File: config.mk
export PLATFORM = sky130hd
export DESIGN_NAME = uart_link_top
export DESIGN_NICKNAME = d
export VERILOG_FILES = /design/src/verilog/uart_cfg_pkg.sv /design/src/verilog/uart_msg_pkg.sv /design/src/verilog/uart_tx.sv /design/src/verilog/uart_rx.sv /design/src/verilog/uart_link_top.sv
export SDC_FILE = /design/constraint.sdc
export NUM_CORES = 1
export LEC_CHECK = 0
export BUFFER_PORTS_ARGS = -buffer_cell sky130_fd_sc_hd__buf_2
export CORE_ASPECT_RATIO = 0.5
export CORE_MARGIN = 3
export CORE_UTILIZATION = 63
export DETAILED_ROUTE_END_ITERATION = 10
export PLACE_DENSITY = 0.84
export SYNTH_ARGS = -nofsm -noshare
export SYNTH_HDL_FRONTEND = slang
export SYNTH_SLANG_ARGS = --single-unit
File: constraint.sdc
create_clock -name clk -period 3.3 [get_ports clk]
set_input_delay 0.495 -clock clk [delete_from_list [all_inputs] [get_ports clk]]
set_output_delay 0.495 -clock clk [all_outputs]
set_load 0.02 [all_outputs]
File: src/verilog/uart_cfg_pkg.sv
package uart_cfg_pkg;

    // one frame is start, DATA_BITS data bits LSB first, even parity and one stop bit
    localparam int DATA_BITS = 8;

    typedef logic [DATA_BITS-1:0] uart_byte_t;

    // position of a data bit within the byte
    typedef logic [2:0] bit_index_t;

    // clocks within one bit period, enough for clks_per_baud up to 2047
    typedef logic [10:0] baud_cnt_t;

endpackage

File: src/verilog/uart_msg_pkg.sv
package uart_msg_pkg;
    import uart_cfg_pkg::*;

    // send is a one-cycle strobe and data is only looked at while it is high
    typedef struct packed {
        logic       send;
        uart_byte_t data;
    } tx_req_t;

    // received byte plus the checks made on its frame
    typedef struct packed {
        uart_byte_t data;
        logic       parity_err; // data bits plus parity bit held an odd number of ones
        logic       frame_err;  // stop bit was sampled low
    } rx_word_t;

endpackage

File: src/verilog/uart_tx.sv
module uart_tx
    import uart_cfg_pkg::*;
    import uart_msg_pkg::*;
#(
    parameter int clks_per_baud = 1041
) (
    input  logic    clk,
    input  logic    nRst,
    input  tx_req_t tx_req,
    output logic    tx_serial,
    output logic    tx_busy
);

    typedef enum logic [2:0] {
        IDLE,
        START,
        DATA,
        PARITY,
        STOP
    } tx_state_t;

    localparam baud_cnt_t bit_last = baud_cnt_t'(clks_per_baud - 1);
    localparam bit_index_t idx_last = bit_index_t'(DATA_BITS - 1);

    tx_state_t  state, next_state;
    baud_cnt_t  baud_cnt, next_baud_cnt;
    bit_index_t bit_index, next_bit_index;
    uart_byte_t shift_reg, next_shift_reg;
    logic       par_bit, next_par_bit;
    logic       next_serial;
    logic       bit_done;

    assign bit_done = (baud_cnt == bit_last);

    always_comb begin
        next_state     = state;
        next_baud_cnt  = baud_cnt + 1'b1;
        next_bit_index = bit_index;
        next_shift_reg = shift_reg;
        next_par_bit   = par_bit;

        case (state)
            IDLE: begin
                next_baud_cnt = '0;
                if (tx_req.send) begin // a strobe while busy never reaches this branch
                    next_state     = START;
                    next_shift_reg = tx_req.data;
                    next_par_bit   = 1'b0;
                    next_bit_index = '0;
                end
            end
            START: begin
                if (bit_done) begin
                    next_state    = DATA;
                    next_baud_cnt = '0;
                end
            end
            DATA: begin
                if (bit_done) begin
                    next_baud_cnt = '0;
                    // fold the bit just sent into the parity before shifting it out
                    next_par_bit   = par_bit ^ shift_reg[0];
                    next_shift_reg = shift_reg >> 1;
                    next_bit_index = bit_index + 1'b1;
                    if (bit_index == idx_last)
                        next_state = PARITY;
                end
            end
            PARITY: begin
                if (bit_done) begin
                    next_state    = STOP;
                    next_baud_cnt = '0;
                end
            end
            STOP: begin
                if (bit_done) begin
                    next_state    = IDLE;
                    next_baud_cnt = '0;
                end
            end
            default: begin
                next_state    = IDLE;
                next_baud_cnt = '0;
            end
        endcase
    end

    // next_serial is the line level for the coming cycle and feeds the tx_serial flop
    always_comb begin
        case (next_state)
            START:   next_serial = 1'b0;
            DATA:    next_serial = next_shift_reg[0];
            PARITY:  next_serial = next_par_bit;
            default: next_serial = 1'b1; // idle and stop both hold the line high
        endcase
    end

    always_ff @(posedge clk, negedge nRst) begin
        if (!nRst) begin
            state     <= IDLE;
            baud_cnt  <= '0;
            bit_index <= '0;
            tx_serial <= 1'b1;
            tx_busy   <= 1'b0;
        end else begin
            state     <= next_state;
            baud_cnt  <= next_baud_cnt;
            bit_index <= next_bit_index;
            tx_serial <= next_serial;
            tx_busy   <= (next_state != IDLE);
        end
    end

    always_ff @(posedge clk) begin
        shift_reg <= next_shift_reg;
        par_bit   <= next_par_bit;
    end

endmodule

File: src/verilog/uart_rx.sv
module uart_rx
    import uart_cfg_pkg::*;
    import uart_msg_pkg::*;
#(
    parameter int clks_per_baud = 1041
) (
    input  logic     clk,
    input  logic     nRst,
    input  logic     rx_serial,
    input  logic     rec_ready,
    output rx_word_t rx_word,
    output logic     rx_valid
);

    typedef enum logic [2:0] {
        IDLE,
        START,
        DATAIN,
        PARITY,
        STOP,
        CLEAN
    } rx_state_t;

    localparam baud_cnt_t bit_last = baud_cnt_t'(clks_per_baud - 1);
    localparam baud_cnt_t half_last = baud_cnt_t'((clks_per_baud - 1) / 2);
    localparam bit_index_t idx_last = bit_index_t'(DATA_BITS - 1);

    rx_state_t  state, next_state;
    baud_cnt_t  baud_cnt, next_baud_cnt;
    bit_index_t bit_index, next_bit_index;
    uart_byte_t byte_reg, next_byte_reg;
    logic       par_bit, next_par_bit;
    rx_word_t   next_word;
    logic       next_valid;
    logic       bit_done;

    // every sample after the start check lands a full bit period after the last one
    assign bit_done = (baud_cnt == bit_last);

    always_comb begin
        next_state     = state;
        next_baud_cnt  = baud_cnt + 1'b1;
        next_bit_index = bit_index;
        next_byte_reg  = byte_reg;
        next_par_bit   = par_bit;
        next_word      = rx_word;
        next_valid     = 1'b0;

        case (state)
            IDLE: begin
                next_baud_cnt = '0;
                if (!rx_serial && rec_ready)
                    next_state = START;
            end
            START: begin
                if (baud_cnt == half_last) begin
                    next_baud_cnt = '0;
                    // a low line at mid start bit is a real frame, anything else was a glitch
                    if (!rx_serial && rec_ready) begin
                        next_state     = DATAIN;
                        next_bit_index = '0;
                        next_par_bit   = 1'b0;
                    end else begin
                        next_state = IDLE;
                    end
                end
            end
            DATAIN: begin
                if (bit_done) begin
                    next_baud_cnt            = '0;
                    next_byte_reg[bit_index] = rx_serial;
                    next_par_bit             = par_bit ^ rx_serial;
                    next_bit_index           = bit_index + 1'b1;
                    if (bit_index == idx_last)
                        next_state = PARITY;
                end
            end
            PARITY: begin
                if (bit_done) begin
                    next_baud_cnt = '0;
                    next_par_bit  = par_bit ^ rx_serial; // ends up high on an odd count of ones
                    next_state    = STOP;
                end
            end
            STOP: begin
                if (bit_done) begin
                    next_baud_cnt        = '0;
                    next_valid           = 1'b1;
                    next_word.data       = byte_reg;
                    next_word.parity_err = par_bit;
                    next_word.frame_err  = ~rx_serial;
                    next_state           = CLEAN;
                end
            end
            CLEAN: begin
                next_baud_cnt = '0;
                next_state    = IDLE;
            end
            default: begin
                next_baud_cnt = '0;
                next_state    = IDLE;
            end
        endcase
    end

    always_ff @(posedge clk, negedge nRst) begin
        if (!nRst) begin
            state     <= IDLE;
            baud_cnt  <= '0;
            bit_index <= '0;
            rx_word   <= '0;
            rx_valid  <= 1'b0;
        end else begin
            state     <= next_state;
            baud_cnt  <= next_baud_cnt;
            bit_index <= next_bit_index;
            rx_word   <= next_word;  // holds until the next stop sample
            rx_valid  <= next_valid; // high only on the cycle after the stop sample edge
        end
    end

    always_ff @(posedge clk) begin
        byte_reg <= next_byte_reg;
        par_bit  <= next_par_bit;
    end

endmodule

File: src/verilog/uart_link_top.sv
module uart_link_top
    import uart_msg_pkg::*;
#(
    parameter int clks_per_baud = 1041
) (
    input  logic     clk,
    input  logic     nRst,

    input  tx_req_t  tx_req,
    output logic     tx_serial,
    output logic     tx_busy,

    input  logic     rx_serial,
    input  logic     rec_ready,
    output rx_word_t rx_word,
    output logic     rx_valid
);

    // the two directions share only the clock and reset
    // the serial loop between them is closed outside this block

    uart_tx #(
        .clks_per_baud(clks_per_baud)
    ) u_tx (
        .clk      (clk),
        .nRst     (nRst),
        .tx_req   (tx_req),
        .tx_serial(tx_serial),
        .tx_busy  (tx_busy)
    );

    uart_rx #(
        .clks_per_baud(clks_per_baud)
    ) u_rx (
        .clk      (clk),
        .nRst     (nRst),
        .rx_serial(rx_serial),
        .rec_ready(rec_ready), // frames are only picked up while the host can take them
        .rx_word  (rx_word),
        .rx_valid (rx_valid)
    );

endmodule

======== Yosys cells after proc, flatten, opt, wreduce, memory -nomap -nowiden ========
Index checks and enable logic that the tools add are counted.
word-level totals
  bits in registers ....................... 65
  bits in latches ......................... 0
  memory bits (writable) .................. 0
  ROM bits ................................ 0
  input port bits ......................... 13
  word-level logic and storage cells ...... 113
  memories ................................ 0
operators by class
  $add $sub $neg .......................... 4
  $mul .................................... 0
  divide/modulo/power cells ............... 0
  $lt $le $gt $ge ......................... 2
  eq/ne operators ......................... 26
  shifts and indexed selects .............. 0
  multiplexer cells ....................... 43
  bitwise logic cells ..................... 3
  reductions and logical operators ........ 18
operator list
  operator                                                    count
  2-to-1 mux 3 bit                                            17
  2-to-1 mux 11 bit                                           4
  case mux 3 bit (5 select lines)                             2
  adder 11 x 1 -> 11 bit, second input constant               2
  == test 11 bit, second input constant                       2
  case mux 11 bit (2 select lines)                            1
  == test 3 x 2 -> 1 bit, second input constant               6
  inequality test 2 x 1 -> 1 bit, second input constant       9
  2-to-1 mux 8 bit                                            2
  case mux 8 bit (2 select lines)                             1
  == test 3 bit, second input constant                        4
  case mux 3 bit (2 select lines)                             2
  == test 11 x 10 -> 1 bit, second input constant             1
  == test 3 x 1 -> 1 bit, second input constant               3
  bitwise mux 8 bit                                           1
  2-to-1 mux 1 bit                                            8
  AND reduction 4 bit                                         2
  adder 3 x 1 -> 3 bit, second input constant                 2
  zero test 3 bit                                             2
  AND reduction 6 bit                                         1
  nonzero test 2 bit                                          3
  less-than comparator 3 x 4 -> 1 bit, second input constant  1
  case mux 1 bit (2 select lines)                             2
  AND reduction 2 bit                                         2
  other kinds (14)                                            16

======== Longest topological paths before layout ========
  depth in word-level cells ............... 6
  mapped depth ............................ 8
  gate-level depth less buffers ........... 7

======== Modules after synthesis ========
Synthesis repeated with hierarchy kept, for this count alone.
unflattened totals
  cells, all modules ...................... 280
  area, all modules ....................... 3176.8 µm²
by module, submodules not included
  module   instances  cells an instance  area each (µm²)  seq. area each (µm²)
  uart_rx  1          159                1806.7           970.9
  uart_tx  1          121                1370.1           726.9

======== Worst setup path before layout ========
OpenSTA, ideal clock, no wires.
  path kind ............................... reg2reg
  start point ............................. register u_tx.baud_cnt[0]
  end point ............................... register u_tx.shift_reg[1] (enable)
  setup time .............................. 0.273 ns
  data arrival time ....................... 1.454 ns
  data required time ...................... 3.027 ns
  path slack .............................. 1.573 ns
  stages on the path, launching flop included .. 8
  path buffers ............................ 1
  period minus slack after synthesis ...... 1.727 ns
  path through ............................ dfrtp_1 -> inv_1 -> ha_1 -> and4bb_1 -> and4_1 -> buf_4 -> nor2_1 -> inv_1
on the way
  longest elaborated chain between the ends .. 3
ends and longest elaborated chain
  what                                      line            source
  start, declared                           uart_tx.sv:26   baud_cnt_t baud_cnt, next_baud_cnt;
  start signal, assigned                    uart_tx.sv:107  baud_cnt <= next_baud_cnt;
  == test 11 bit                            uart_tx.sv:33   assign bit_done = (baud_cnt == bit_last);
  inequality test 2 x 1 -> 1 bit (no line)  --
  AND reduction 3 bit (no line)             --
  end signal, assigned                      uart_tx.sv:115  shift_reg <= next_shift_reg;
  end, declared                             uart_tx.sv:28   uart_byte_t shift_reg, next_shift_reg;
No other way between the ends.
A chain may end at the register's enable or synchronous reset.

======== Worst setup path in the final report ========
  start point ............................. register u_rx.baud_cnt[0]
  end point ............................... register u_rx.state[0]
on the way
  longest elaborated chain between the ends .. 3
ends and longest elaborated chain
  what                                                               line                          source
  start, declared                                                    uart_rx.sv:29                 baud_cnt_t baud_cnt, next_baud_cnt;
  start signal, assigned                                             uart_rx.sv:115                baud_cnt <= next_baud_cnt;
  == test 11 bit / == test 11 x 10 -> 1 bit (equally long branches)  uart_rx.sv:38, uart_rx.sv:56
  inequality test 2 x 1 -> 1 bit (no line)                           --
  AND reduction 6 bit (no line) *                                    --
  end signal, assigned                                               uart_rx.sv:114                state <= next_state;
  end, declared                                                      uart_rx.sv:28                 rx_state_t state, next_state;
Every way passes the cells marked *; elsewhere a longest branch is shown, timed or not.

==> impl_metrics.py <==
metrics = {
    "critical_path": {
        "worstPathMaxFanout": 12,
        "regToRegEndpoint": "u_rx.state[0]",
        "cp-start-kind": "flip-flop",
        "arrival_ns": 2.51,
        "criticalPathCategory": "reg2reg",
        "worstSetupEndpointType": "flip-flop",
        "worstPathRequired_ns": 3.55,
        "r2r_start": "u_rx.baud_cnt[0]",
        "rr_worst_depth": 7,
        "slowest_delay_ns": 0.62,
        "crit_slowest_cell": "nor2_1",
        "cp_cell_sequence": "inv_1 -> ha_1 -> nor4b_4 -> and3_2 -> a21oi_1 -> nor2_1 -> mux2i_1",
        "r2r_slack_ns": 1.04,
    },
    "pwr": {
        "irDropWorstVdd_mv": 0.2661,
        "power_leakage_uw": 0.001514,
        "design_power_total_uw": 1573,
        "power_per_cell_area_nw_per_um2": 468.3,
    },
    "timing": {
        "fin_crit_sh_pct": 68.48,
        "finalSetupViolCount": 0,
        "finalHoldViolations": 0,
        "tightestPinTransition_ns": 1.026,
        "hold_ws_ns": 0.3300,
        "maxSlewViolCount": 0,
        "skew_ns": 0.006143,
        "post-route-min-period_ns": 2.260,
        "max_clock_freq_mhz": 442.5,
        "rsz0062_at_grt": "no",
        "slew_headroom_pct": 31.63,
        "layout_setup_ws_ns": 1.040,
        "finalSetupTns_ns": 0,
    },
    "grt": {
        "antenna_found_initial": 0,
        "grt_max_degree": 48,
        "grt_pass1_vias": 1943,
        "track_usage_pct": 21.70,
        "grt_pass1_wl_um": 9239,
        "grt-ovfl-total": 0,
    },
    "yosys": {
        "syn_area_um2": 3033,
        "synth_cell_types": 45,
        "synth_area_leaders": "dfrtp_1 38%, edfxtp_1 16%, nor2_1 5.0%, mux2_2 4.1%, xnor2_1 3.5%",
        "async_flop_share_pct": 72.31,
        "yosys.area.top_type": "dfrtp_1",
        "ys_seq_area_share_pct": 55.98,
        "ys.flop_type": "dfrtp_1",
        "ys_warn_count": 0,
        "syn_inst": 262,
        "avgSynthCellArea_um2": 11.58,
        "synth_nets": 283,
        "synth_edf_count": 16,
        "synth_top_area_share_pct": 37.95,
        "synth_seq_cells": 65,
        "synth_common_cells": "46 x dfrtp_1, 40 x nor2_1, 22 x nand2_1",
        "yosysMostFrequentCell": "dfrtp_1",
    },
    "placed_design": {
        "routabilityCongestion": 0.8666,
        "place_hpwl_um": 3899,
        "preCtsSetupSlack_ns": 1.154,
        "port_buffers": 25,
    },
    "final_layout": {
        "utilization_pct": 74.47,
        "diodes": 0,
        "drive_gt1_share_pct": 20.20,
        "area_growth_pct": 10.73,
        "top_regs": "u_rx.baud_cnt: 11 flops, u_tx.baud_cnt: 11 flops, u_rx.rx_word: 10 flops",
        "fin_nets": 313,
    },
    "outcome": {
        "run_status": "completed",
    },
    "clock_tree": {
        "ctsHoldBuffers": 0,
        "cts-root-buf": "clkbuf_8",
        "tritoncts": "built",
        "clk_latency_ns": 0.34,
        "cts_buffers": 9,
        "path_clk_slew_ns": 0.07,
        "cts_setup_buffers": 0,
        "cts_resized": 0,
        "clockBufferDepth": 2,
        "h-tree-depth": 3,
        "cts.sinks": 65,
    },
    "drt": {
        "ant_nets": 0,
        "num_vias": 1989,
        "drc": 0,
        "drt_iter0_drc": 77,
        "wire_per_inst_um": 15.72,
        "vias_per_cell": 5.479,
        "routed_wl_um": 5705,
        "drt_first_pass_iters": 4,
    },
    "job": {
        "drv_cap": 0,
    },
    "floorplanning": {
        "io_pins": 26,
        "die-area_um2": 5733,
        "die_h_um": 55.06,
        "fp-row-count": 17,
        "coreArea_um2": 4509,
        "die_w_um": 104.1,
        "start_util_pct": 67.26,
    },
    "min_path": {
        "hold_class": "in2async",
    },
}
==> through the flow <==
stage                     instance area [µm²]  cells
after floorplan                          3033    262
final                                    3358    363
after global routing                     3358    363
after CTS                                3358    363
after detailed placement                 3206    347
after global placement                   3206    347
==> final cells by class <==
class | instances | area [µm²]
Fill cell | 288 | 1151
Multi-Input combinational cell | 179 | 1251
Clock buffer | 10 | 127.6
Clock inverter | 6 | 25.02
Tap cell | 66 | 82.58
Inverter | 11 | 41.29
Sequential cell | 65 | 1698
Timing Repair Buffer | 26 | 132.6
==> critical path: cells and delay by family (launching register included) <==
family	cells	cell delay, ns
AO/OA/AOI/OAI	1	0.07
adder cells (fa/ha/maj)	1	0.16
multiplexers	1	0.29
flip-flops	1	0.43
buffers and inverters	1	0.08
AND/OR/NAND/NOR	3	1.15
==> cell families (layout without fill, tap and decap cells) <==
family / count (synthesis) / after routing / synth area share [%]
xor gates and xnor gates: 20 / 20 / 5.776
adders and majority gates: 8 / 8 / 3.300
muxes: 18 / 18 / 6.436
and+or+nand+nor: 109 / 109 / 19.80
DFF: 65 / 65 / 55.98
buffers and inverters: 18 / 53 / 2.764
AOI/OAI and AO/OA: 24 / 24 / 5.941
==> per-layer routing <==
metal | up-vias | share of wire (%) | GRT usage, %
met5 | - | 0 | 0
li1 | 974 | - | -
met3 | 10 | 4.3 | 6.952
met2 | 53 | 49 | 37.42
met1 | 952 | 45 | 25.66
met4 | 0 | 1.7 | 11.26
==> power by group <==
group,internal [µW],total [µW],leakage (µW),switching [µW]
Clock,259,539,0.0000800,280
Combinational,53.2,127,0.000669,74.1
Sequential,862,906,0.000765,44.2
Total,1170,1570,0.00151,398
==> cell usage in the layout, fill, tap and decap left out, types with 2 or more instances in the layout <==
cell type  synthesis  routed
a211o_1            2       2
a211oi_1           2       2
a21oi_1            4       4
a22o_1             8       8
and2_1             3       3
and3_1             5       5
and4_1             2       2
and4bb_2           2       2
buf_2              4      25
clkbuf_8           0       9
clkinv_1           0       4
clkinv_2           0       2
dfrtp_1           46      46
dfxtp_1            2       2
edfxtp_1          16      16
ha_1               8       8
inv_1             11      11
mux2_2            11      11
mux2i_1            6       6
nand2_1           22      22
nand2b_1           2       2
nand3_1           10      10
nor2_1            40      40
nor2b_1            5       5
nor3_1             6       6
nor4b_2            2       2
nor4b_4            2       2
o21ai_0            3       3
xnor2_1           12      12
xor2_1             8       8
==> worst max path at each step <==
stage,cells past startpoint,end,start
final,7,u_rx.state[0],u_rx.baud_cnt[0]
after global routing,7,u_rx.state[0],u_rx.baud_cnt[0]
after CTS,7,u_rx.state[0],u_rx.baud_cnt[0]
after detailed placement,7,u_rx.state[0],u_rx.baud_cnt[0]
after global placement,7,u_rx.state[0],u_rx.baud_cnt[0]
after floorplan,7,u_tx.shift_reg[1],u_tx.baud_cnt[0]
(Power assumes the default switching activity.)
